==> config.mk <==
export PLATFORM = sky130hd
export DESIGN_NAME = md5_core
export DESIGN_NICKNAME = d
export VERILOG_FILES = /design/src/md5_pkg.sv /design/src/md5_step_if.sv /design/src/md5_core.sv /design/src/md5_msg_regs.sv /design/src/md5_round_datapath.sv /design/src/md5_step_sched.sv
export SDC_FILE = /design/constraint.sdc
export NUM_CORES = 2
export LEC_CHECK = 0
export ABC_AREA = 1
export ABC_CLOCK_PERIOD_IN_PS = 21000
export BUFFER_PORTS_ARGS = -buffer_cell sky130_fd_sc_hd__clkbuf_2
export CAP_MARGIN = 5
export CORE_ASPECT_RATIO = 1.75
export CORE_MARGIN = 1.5
export CORE_UTILIZATION = 45
export CTS_BUF_LIST = sky130_fd_sc_hd__clkbuf_8
export CTS_CLUSTER_DIAMETER = 150
export DETAILED_ROUTE_END_ITERATION = 7
export HOLD_SLACK_MARGIN = 0.1
export PLACE_DENSITY_LB_ADDON = 0.15
export SETUP_SLACK_MARGIN = 0.3
export SYNTH_ARGS = -nofsm -noshare
export SYNTH_HDL_FRONTEND = slang
export SYNTH_SLANG_ARGS = --single-unit
==> constraint.sdc <==
create_clock -name clk -period 21 [get_ports clk]
set_input_delay 2.1 -clock clk [delete_from_list [all_inputs] [get_ports clk]]
set_output_delay 2.1 -clock clk [all_outputs]
set_load 0.02 [all_outputs]
==> src/md5_pkg.sv <==
package md5_pkg;

    ////////////////////////////////////////
    // Basic types
    ////////////////////////////////////////

    typedef logic [31:0] word_t;     // One MD5 word
    typedef logic [5:0]  step_idx_t; // Step 0..63
    typedef logic [3:0]  msg_idx_t;  // Message word 0..15
    typedef logic [4:0]  shift_t;    // Rotate amount 4..23

    // Round function, in round order
    typedef enum logic [1:0] {
        FUNC_F = 2'd0,
        FUNC_G = 2'd1,
        FUNC_H = 2'd2,
        FUNC_I = 2'd3
    } round_func_t;

    localparam int NUM_STEPS = 64;

    ////////////////////////////////////////
    // Constants
    ////////////////////////////////////////

    // Initial chaining values, register form
    localparam word_t IV_A = 32'h67452301;
    localparam word_t IV_B = 32'hefcdab89;
    localparam word_t IV_C = 32'h98badcfe;
    localparam word_t IV_D = 32'h10325476;

    // Four shifts per round, indexed by {round, step[1:0]}
    localparam shift_t SHIFT_TABLE [16] = '{
        5'd7,  5'd12, 5'd17, 5'd22,
        5'd5,  5'd9,  5'd14, 5'd20,
        5'd4,  5'd11, 5'd16, 5'd23,
        5'd6,  5'd10, 5'd15, 5'd21
    };

endpackage

==> src/md5_step_if.sv <==
`timescale 1ns/1ps

interface md5_step_if;
    import md5_pkg::*;

    logic        init;      // Load initial values
    logic        step_en;   // One of the 64 steps
    round_func_t func;
    shift_t      shift_amt;
    word_t       t_const;   // Sine constant
    logic        finish;    // Form digest

    modport sched (
        output init, step_en, func, shift_amt, t_const, finish
    );

    modport dp (
        input init, step_en, func, shift_amt, t_const, finish
    );

endinterface

==> src/md5_core.sv <==
`timescale 1ns/1ps

module md5_core (
    input  logic         clk,
    input  logic         reset_n,
    input  logic         start_i,
    input  logic [511:0] msg_i,
    output logic [127:0] digest_o,
    output logic         done_o
);
    import md5_pkg::*;

    msg_idx_t msg_idx;
    word_t    msg_word;

    md5_step_if step_bus ();

    // Step counter and per-step tables
    md5_step_sched u_sched (
        .clk       (clk),
        .reset_n   (reset_n),
        .start_i   (start_i),
        .step_o    (step_bus.sched),
        .msg_idx_o (msg_idx)
    );

    md5_msg_regs u_msg (
        .clk        (clk),
        .load_i     (step_bus.init),
        .msg_i      (msg_i),
        .msg_idx_i  (msg_idx),
        .msg_word_o (msg_word)
    );

    md5_round_datapath u_dp (
        .clk        (clk),
        .reset_n    (reset_n),
        .step_i     (step_bus.dp),
        .msg_word_i (msg_word),
        .digest_o   (digest_o),
        .done_o     (done_o)
    );

endmodule

==> src/md5_msg_regs.sv <==
`timescale 1ns/1ps

module md5_msg_regs (
    input  logic              clk,
    input  logic              load_i,
    input  logic [511:0]      msg_i,
    input  md5_pkg::msg_idx_t msg_idx_i,
    output md5_pkg::word_t    msg_word_o
);
    import md5_pkg::*;

    word_t words [16];

    // Word 0 sits in the low 32 bits of msg_i
    always_ff @(posedge clk) begin
        if (load_i) begin
            for (int i = 0; i < 16; i++) begin
                words[i] <= msg_i[i*32 +: 32];
            end
        end
    end

    assign msg_word_o = words[msg_idx_i]; // Plain read mux

    // Index from the scheduler must be clean for every step of a block
    a_idx_known: assert property (
        @(posedge clk) load_i |=> (!$isunknown(msg_idx_i)) [*NUM_STEPS]
    ) else $error("msg_idx_i unknown during a block");

endmodule

==> src/md5_round_datapath.sv <==
`timescale 1ns/1ps

module md5_round_datapath (
    input  logic           clk,
    input  logic           reset_n,
    md5_step_if.dp         step_i,
    input  md5_pkg::word_t msg_word_i,
    output logic [127:0]   digest_o,
    output logic           done_o
);
    import md5_pkg::*;

    word_t a;
    word_t b;
    word_t c;
    word_t d;
    word_t func_out;
    word_t sum;
    word_t rot;
    word_t new_b;

    ////////////////////////////////////////
    // Step logic
    ////////////////////////////////////////

    always_comb begin
        case (step_i.func)
            FUNC_F:  func_out = (b & c) | (~b & d);
            FUNC_G:  func_out = (b & d) | (c & ~d);
            FUNC_H:  func_out = b ^ c ^ d;
            default: func_out = c ^ (b | ~d);
        endcase
    end

    assign sum   = a + func_out + msg_word_i + step_i.t_const;
    assign rot   = (sum << step_i.shift_amt) | (sum >> (6'd32 - {1'b0, step_i.shift_amt}));
    assign new_b = b + rot;

    // Working registers A to D
    always_ff @(posedge clk) begin
        if (step_i.init) begin
            a <= IV_A;
            b <= IV_B;
            c <= IV_C;
            d <= IV_D;
        end else if (step_i.step_en) begin
            a <= d;     // Rotate roles each step
            d <= c;
            c <= b;
            b <= new_b;
        end
    end

    ////////////////////////////////////////
    // Digest
    ////////////////////////////////////////

    always_ff @(posedge clk) begin
        if (!reset_n) begin
            digest_o <= '0;
            done_o   <= 1'b0;
        end else begin
            done_o <= step_i.finish;
            if (step_i.finish) begin
                digest_o <= {IV_D + d, IV_C + c, IV_B + b, IV_A + a}; // A in low word
            end
        end
    end

    a_ctrl_onehot: assert property (
        @(posedge clk) disable iff (!reset_n)
        $onehot0({step_i.init, step_i.step_en, step_i.finish})
    ) else $error("init, step_en and finish overlap");

endmodule

==> src/md5_step_sched.sv <==
`timescale 1ns/1ps

module md5_step_sched (
    input  logic              clk,
    input  logic              reset_n,
    input  logic              start_i,
    md5_step_if.sched         step_o,
    output md5_pkg::msg_idx_t msg_idx_o
);
    import md5_pkg::*;

    logic       busy;    // Steps running
    logic       fin_q;   // Finish cycle after step 63
    step_idx_t  cnt;
    logic [1:0] round;
    msg_idx_t   idx;     // Step within round
    word_t      t_const;

    assign round = cnt[5:4];
    assign idx   = cnt[3:0];

    ////////////////////////////////////////
    // Sequencing
    ////////////////////////////////////////

    assign step_o.init    = start_i && !busy && !fin_q; // Start ignored while busy
    assign step_o.step_en = busy;
    assign step_o.finish  = fin_q;

    always_ff @(posedge clk) begin
        if (!reset_n) begin
            busy  <= 1'b0;
            fin_q <= 1'b0;
            cnt   <= '0;
        end else begin
            fin_q <= 1'b0;
            if (step_o.init) begin
                busy <= 1'b1;
                cnt  <= '0;
            end else if (busy) begin
                cnt <= cnt + 1'b1;
                if (cnt == step_idx_t'(NUM_STEPS - 1)) begin
                    busy  <= 1'b0;
                    fin_q <= 1'b1;
                end
            end
        end
    end

    ////////////////////////////////////////
    // Per-step controls
    ////////////////////////////////////////

    assign step_o.func      = round_func_t'(round);
    assign step_o.shift_amt = SHIFT_TABLE[{round, idx[1:0]}];
    assign step_o.t_const   = t_const;

    // Message word order modulo 16
    always_comb begin
        case (round)
            2'd0:    msg_idx_o = idx;
            2'd1:    msg_idx_o = idx * 4'd5 + 4'd1;
            2'd2:    msg_idx_o = idx * 4'd3 + 4'd5;
            default: msg_idx_o = idx * 4'd7;
        endcase
    end

    // Sine constants floor(abs(sin(n+1)) * 2^32)
    always_comb begin
        case (cnt)
            6'd0:    t_const = 32'hd76aa478;
            6'd1:    t_const = 32'he8c7b756;
            6'd2:    t_const = 32'h242070db;
            6'd3:    t_const = 32'hc1bdceee;
            6'd4:    t_const = 32'hf57c0faf;
            6'd5:    t_const = 32'h4787c62a;
            6'd6:    t_const = 32'ha8304613;
            6'd7:    t_const = 32'hfd469501;
            6'd8:    t_const = 32'h698098d8;
            6'd9:    t_const = 32'h8b44f7af;
            6'd10:   t_const = 32'hffff5bb1;
            6'd11:   t_const = 32'h895cd7be;
            6'd12:   t_const = 32'h6b901122;
            6'd13:   t_const = 32'hfd987193;
            6'd14:   t_const = 32'ha679438e;
            6'd15:   t_const = 32'h49b40821;
            6'd16:   t_const = 32'hf61e2562; // Round G
            6'd17:   t_const = 32'hc040b340;
            6'd18:   t_const = 32'h265e5a51;
            6'd19:   t_const = 32'he9b6c7aa;
            6'd20:   t_const = 32'hd62f105d;
            6'd21:   t_const = 32'h02441453;
            6'd22:   t_const = 32'hd8a1e681;
            6'd23:   t_const = 32'he7d3fbc8;
            6'd24:   t_const = 32'h21e1cde6;
            6'd25:   t_const = 32'hc33707d6;
            6'd26:   t_const = 32'hf4d50d87;
            6'd27:   t_const = 32'h455a14ed;
            6'd28:   t_const = 32'ha9e3e905;
            6'd29:   t_const = 32'hfcefa3f8;
            6'd30:   t_const = 32'h676f02d9;
            6'd31:   t_const = 32'h8d2a4c8a;
            6'd32:   t_const = 32'hfffa3942; // Round H
            6'd33:   t_const = 32'h8771f681;
            6'd34:   t_const = 32'h6d9d6122;
            6'd35:   t_const = 32'hfde5380c;
            6'd36:   t_const = 32'ha4beea44;
            6'd37:   t_const = 32'h4bdecfa9;
            6'd38:   t_const = 32'hf6bb4b60;
            6'd39:   t_const = 32'hbebfbc70;
            6'd40:   t_const = 32'h289b7ec6;
            6'd41:   t_const = 32'heaa127fa;
            6'd42:   t_const = 32'hd4ef3085;
            6'd43:   t_const = 32'h04881d05;
            6'd44:   t_const = 32'hd9d4d039;
            6'd45:   t_const = 32'he6db99e5;
            6'd46:   t_const = 32'h1fa27cf8;
            6'd47:   t_const = 32'hc4ac5665;
            6'd48:   t_const = 32'hf4292244; // Round I
            6'd49:   t_const = 32'h432aff97;
            6'd50:   t_const = 32'hab9423a7;
            6'd51:   t_const = 32'hfc93a039;
            6'd52:   t_const = 32'h655b59c3;
            6'd53:   t_const = 32'h8f0ccc92;
            6'd54:   t_const = 32'hffeff47d;
            6'd55:   t_const = 32'h85845dd1;
            6'd56:   t_const = 32'h6fa87e4f;
            6'd57:   t_const = 32'hfe2ce6e0;
            6'd58:   t_const = 32'ha3014314;
            6'd59:   t_const = 32'h4e0811a1;
            6'd60:   t_const = 32'hf7537e82;
            6'd61:   t_const = 32'hbd3af235;
            6'd62:   t_const = 32'h2ad7d2bb;
            default: t_const = 32'heb86d391;
        endcase
    end

    // A run of steps only begins from an accepted start
    a_no_step_idle: assert property (
        @(posedge clk) disable iff (!reset_n)
        (step_o.step_en && cnt == '0) |-> $past(step_o.init)
    ) else $error("step_en without an accepted start");

    // Each block is 64 steps then a finish
    a_block_len: assert property (
        @(posedge clk) disable iff (!reset_n)
        step_o.init |=> step_o.step_en [*NUM_STEPS] ##1 step_o.finish
    ) else $error("Block sequence broken");

endmodule

; Yosys cells after proc, flatten, opt, wreduce, memory -nomap -nowiden
; Memories as Yosys holds them, arrays and structs flattened. A register that Yosys moved wholly into a read port is not among the register bits.
; Cells that the tools add are included.
; Widths: inputs -> output; s select.
[totals]
ff_bits = 265
ram_bits = 512
romBits = 2128
output_inout_bits = 129
mem_count = 3
[memory_table]
columns = memory, depth, width, read_ports, rd_clocked_by_memory_dff, wr, line_no
row1 = (name not given), 64, 32, 1, 1, 0, md5_step_sched.sv:70  ; case (cnt)
row2 = u_msg.words, 16, 32, 1, 0, 16, md5_msg_regs.sv:12  ; word_t words [16];
row3 = (name not given), 16, 5, 1, 0, 0, md5_step_sched.sv:55  ; assign step_o.shift_amt = SHIFT_TABLE[{round, idx[1:0]}];
[op_classes]
n_addsub = 12
n_mul = 3
order_cmp = 1
n_eq_ne = 3
shift = 2
n_mux = 12
bitwise_logic = 16
reduce_logical = 7
[op_table]
columns = op, count
row1 = $add 32x32->32, 4
row2 = $and 32x32->32, 4
row3 = $or 32x32->32, 4
row4 = $pmux 32 s3, 1
row5 = $xor 32x32->32, 3
row6 = $add 32x32->32 const A, 2
row7 = $not 32->32, 2
row8 = $add 29x32->32 const A, 1
row9 = $add 31x32->32 const A, 1
row10 = $shl 32x5->32, 1
row11 = $shr 32x6->32, 1
row12 = $mux 6, 2
row13 = $pmux 4 s3, 1
row14 = $mux 5, 2
row15 = $mul 4x3->4 const B, 2
row16 = $add 6x1->6 const B, 1
row17 = $eq 6x6->1 const B, 1
row18 = $mux 1, 6
row19 = $sub 6x5->6 const A, 1
row20 = $ge 5x5->1 const B, 1
row21 = $not 4->5, 1
row22 = $add 4x1->4 const B, 1
row23 = $add 4x3->4 const B, 1
row24 = $mul 4x2->4 const B, 1
row25 = other kinds (8), 11

; Depth between registers and ports, before layout
[depth]
ltp_word = 10
mapped_depth = 61

; Cells and area by module
; Synthesis repeated with hierarchy kept, for this count alone.
[unflattened]
hier_cells = 6552
hier_area_um2 = 49184.7
[by_module_without_submodules]
columns = mod, instances, cells_per_inst, area_per_inst_um2, seq_area_each_um2
row1 = md5_round_datapath, 1, 3709, 22665.5, 5144.9
row2 = md5_msg_regs, 1, 2061, 21978.6, 15374.7
row3 = md5_step_sched, 1, 782, 4540.6, 800.8

; Worst setup path before layout
; Ideal clock, no wire load.
[synth_timing]
path_kind = input to register
startpoint = input port start_i
endpoint = memory u_msg.words[0][0] (netlist bit) (enable)
setup_ns = 1.079
t_arrival_ns = 16.362
setup_slack_ns = 3.558
stages = 3
path_cell_list = nand3_2 > inv_2 > clkbuf_1
[synth_lines]
columns = element, line_no
row1 = from (decl), md5_core.sv:6  ; input logic start_i,
row2 = to (decl), md5_msg_regs.sv:12

; Worst setup path in the final report
[layout_timing]
startpoint = register u_sched.cnt[5]
endpoint = register u_dp.b[25]
[layout_via]
elab_chain_len = 8
[layout_lines]
columns = element, line_no
row1 = from (decl), md5_step_sched.sv:14  ; step_idx_t cnt;
row2 = from (signal assigned), md5_step_sched.sv:41  ; cnt <= cnt + 1'b1;
row3 = "$eq 2x2->1, or another cell as far along", "md5_round_datapath.sv:27, md5_step_sched.sv:60"
row4 = "$pmux 32 s3, or another cell as far along", md5_round_datapath.sv:27  ; case (step_i.func)
row5 = "$add 32x32->32, or another cell as far along", md5_round_datapath.sv:35  ; assign sum = a + func_out + msg_word_i + step_i.t_const;
row6 = $add 32x32->32 / $mux 5 (equally long branches), "md5_round_datapath.sv:35, md5_step_sched.sv:55"
row7 = $add 32x32->32 / $sub 6x5->6 (equally long branches), "md5_round_datapath.sv:35, md5_round_datapath.sv:36"
row8 = $shr 32x6->32 / $shl 32x5->32 (equally long branches), md5_round_datapath.sv:36  ; assign rot = (sum << step_i.shift_amt) | (sum >> (6'd32 - {1'b0, step_i.shift_amt}));
row9 = $or 32x32->32 (*), md5_round_datapath.sv:36
row10 = $add 32x32->32 (*), md5_round_datapath.sv:37  ; assign new_b = b + rot;
row11 = to (signal assigned), md5_round_datapath.sv:50  ; b <= new_b;
row12 = to (decl), md5_round_datapath.sv:14  ; word_t b;
; Every way passes the cells marked *; elsewhere a longest branch is shown, timed or not. The select of a mux whose other input is x is not followed.
; A chain may end at the register's enable or synchronous reset.

==> impl_metrics.toml <==
[critical_path]
cp_max_fo = 98
critPathLaunchType = "register"
path_class = "reg -> reg"
worstPathRequired_ps = 21810
max_stage_delay_ps = 750
crit_arrival_ps = 13160
crit_path_end_kind = "register"
cpMostUsedCell = "nand2_1"
reg2reg_depth = 48
cp_slowest_cell = "buf_4"

[finish]
ff_latch_area_um2 = 21300
fin_nets = 6847
areaGrowthSynthToFinish_pct = 14.6
final_cell_mix = "nand2_1 (1,072), inv_1 (721), clkbuf_2 (643), nor2_1 (572), edfxtp_1 (512)"
fill_cells = 9990
drive_above_1_share_pct = 15.2
multi_input_area_um2 = 21000
layout_commonest_cell = "nand2_1"

[synthesis]
yosys_warnings = 0
synth.avg_cell_area_um2 = 8.18
synthTopCellsByArea = "edfxtp_1 (33%), dfxtp_1 (13%), nand2_1 (8.7%)"
seq_area_frac_synth_pct = 46.1
synth_area_um2 = 46200
syn_nets = 6325
synthCells = 5651
yosys_register_bits = 809
synth_top_area_share_pct = 33.3
ys.flop_type = "edfxtp_1"
synth_largest_area_cell = "edfxtp_1"
yosysUniqueCellTypes = 67
synth_edf_count = 512
async_flop_share_pct = 0

[clock_tree]
cts_made_buffers = 121
holdBufCountCts = 0
clk_pin_slew_ps = 80
h-tree-depth = 3
post_cts_resized = 0
cts_sinks = 809
cts_buffer_depth = 3
tritoncts = "yes"
postCtsSetupRepairBufs = 0
clock_latency_ps = 870
clock-root-buffer = "clkbuf_8"

[hold_path]
hp-class = "reg -> reg"
hold-path-cell-count = 2

[power_and_ir_drop]
p_leak_nw = 24.0
irDropWorstVdd_mv = 0.0803
powerDensity_nw_per_um2 = 144

[place]
dpl.hpwl_um = 166000
port-buffer-count = 643
place.gp.congestion = 1.09

[status]
status = "finished clean"

[timing]
finalCritPeriodShare_pct = 58.8
fin_tns_setup_ps = 0
rsz0062_at_grt = "no"
fmax_mhz = 80.9
slew_headroom_pct = 2.22
worstMarginPinSlew_ps = 1450
finalClockSkew_ps = 28.7
whs_ps = 489
fin_crit_ps = 12350
slew_viol_final = 0
hold_viol_final = 0
final-setup-viol-count = 0

[global_route]
grt_pass1_wl_um = 299000
grt_pass1_vias = 43400
overflow = 0
antenna_found_initial = 45
grt.total_usage_pct = 40.3
grt_max_degree = 103

[die]
die_w_um = 245
ios = 644
fp.dieH_um = 427
die_area_um2 = 105000
start_util_pct = 45.4
row_count = 155
core-area_um2 = 102000

[routing]
drt_iter0_drc = 3838
drc = 0
ant_nets = 0
drt-pass1-iter-count = 6
wl_per_cell_um = 28.0
num_vias = 44600
vias_per_cell = 5.84
wl_um = 214000

[run]
drv_cap = 0
-- synthesized netlist by cell type, drive strengths merged (6+ instances only) --
library cell,instances
a2111oi,27
xor2,75
o221ai,44
o211ai,235
dfxtp,297
nand4,23
nor4,9
nand3,377
ha,94
edfxtp,512
xnor2,17
fa,65
a21oi,423
o21a,6
nor2,583
a221oi,6
o311ai,134
o31ai,6
o21ai,432
nand2,1080
o22ai,13
a31oi,37
inv,702
clkbuf,234
buf,86
nand3b,13
or2,16
o21bai,6
nor3,56
-- state kept, by name, summed over array words and instances (netlist names) --
| signal | count |
|---|---|
| u_dp.a | 32 |
| u_dp.digest_o | 128 |
| u_sched.step_o.step_en | 1 |
| u_sched.step_o.t_const | 32 |
| u_dp.d | 32 |
| u_sched.step_o.finish | 1 |
| u_dp.done_o | 1 |
| u_sched.cnt | 6 |
| u_dp.b | 32 |
| u_dp.c | 32 |
| u_msg.words | 512 |
-- power breakdown --
group | internal [mW] | switching [mW]
Sequential | 1.83 | 0.172
Clock | 0.671 | 0.654
Combinational | 1.31 | 3.00
-- path summary, 6_finish.rpt --
kind	endpoint	startpoint	slack, ps
setup / recovery	u_dp.b[25]	u_sched.cnt[5]	8650
setup reg to reg	u_dp.b[25]	u_sched.cnt[5]	8650
hold reg to reg	u_dp.digest_o[99]	u_dp.digest_o[99]	490
hold / removal	u_dp.digest_o[99]	u_dp.digest_o[99]	490
-- worst max-delay path, delay by kind of cell (launching register included) --
kind | cells | cell delay, ps
simple gates | 25 | 4770
buf+inv | 7 | 2390
compound gates | 12 | 2530
fa+ha+maj | 4 | 1770
flops | 1 | 600
-- routing by layer --
layer | GRT usage, % | up-vias | part of all wire (%)
met5 | 0 | - | 0.037
met4 | 41.4 | 12 | 12
met3 | 7.63 | 754 | 6.6
met2 | 70.1 | 2218 | 50
met1 | 38.8 | 21100 | 32
li1 | - | 20500 | -
-- logic make-up after synthesis --
family / count (synthesis) / share of synthesized area, %
simple gates: 2160 / 19.3
compound gates: 1403 / 18.8
buf+inv: 1026 / 8.56
flops: 809 / 46.1
fa+ha+maj: 159 / 5.36
xor+xnor: 92 / 1.76
mux: 2 / 0.0433
-- layout make-up --
cell class / count / area share [%]
repair buffers: 719 / 7.20
diodes: 36 / 0.170
clock buffers: 130 / 3.38
flip-flops and latches: 809 / 40.3
clock inverters: 84 / 1.14
multi-input cells: 3816 / 39.7
inverters: 706 / 5.03
well taps: 1334 / 3.15
-- stage by stage --
stage          utilization, %  worst slack [ps]  area (um2)  std cells  power (mW)
2_1_floorplan               -              3560       46200       5651        4.78
3_3_place_gp             49.6              9150       50500       7384        6.23
3_5_place_dp             49.6              9020       50500       7384        6.21
4_1_cts                  51.9              8950       52900       7598        7.54
5_1_grt                  52.0              7870       52900       7624        8.12
6_report                 52.0              8650       53000       7634        7.63
Note: power is estimated with default switching activity, not from simulation.
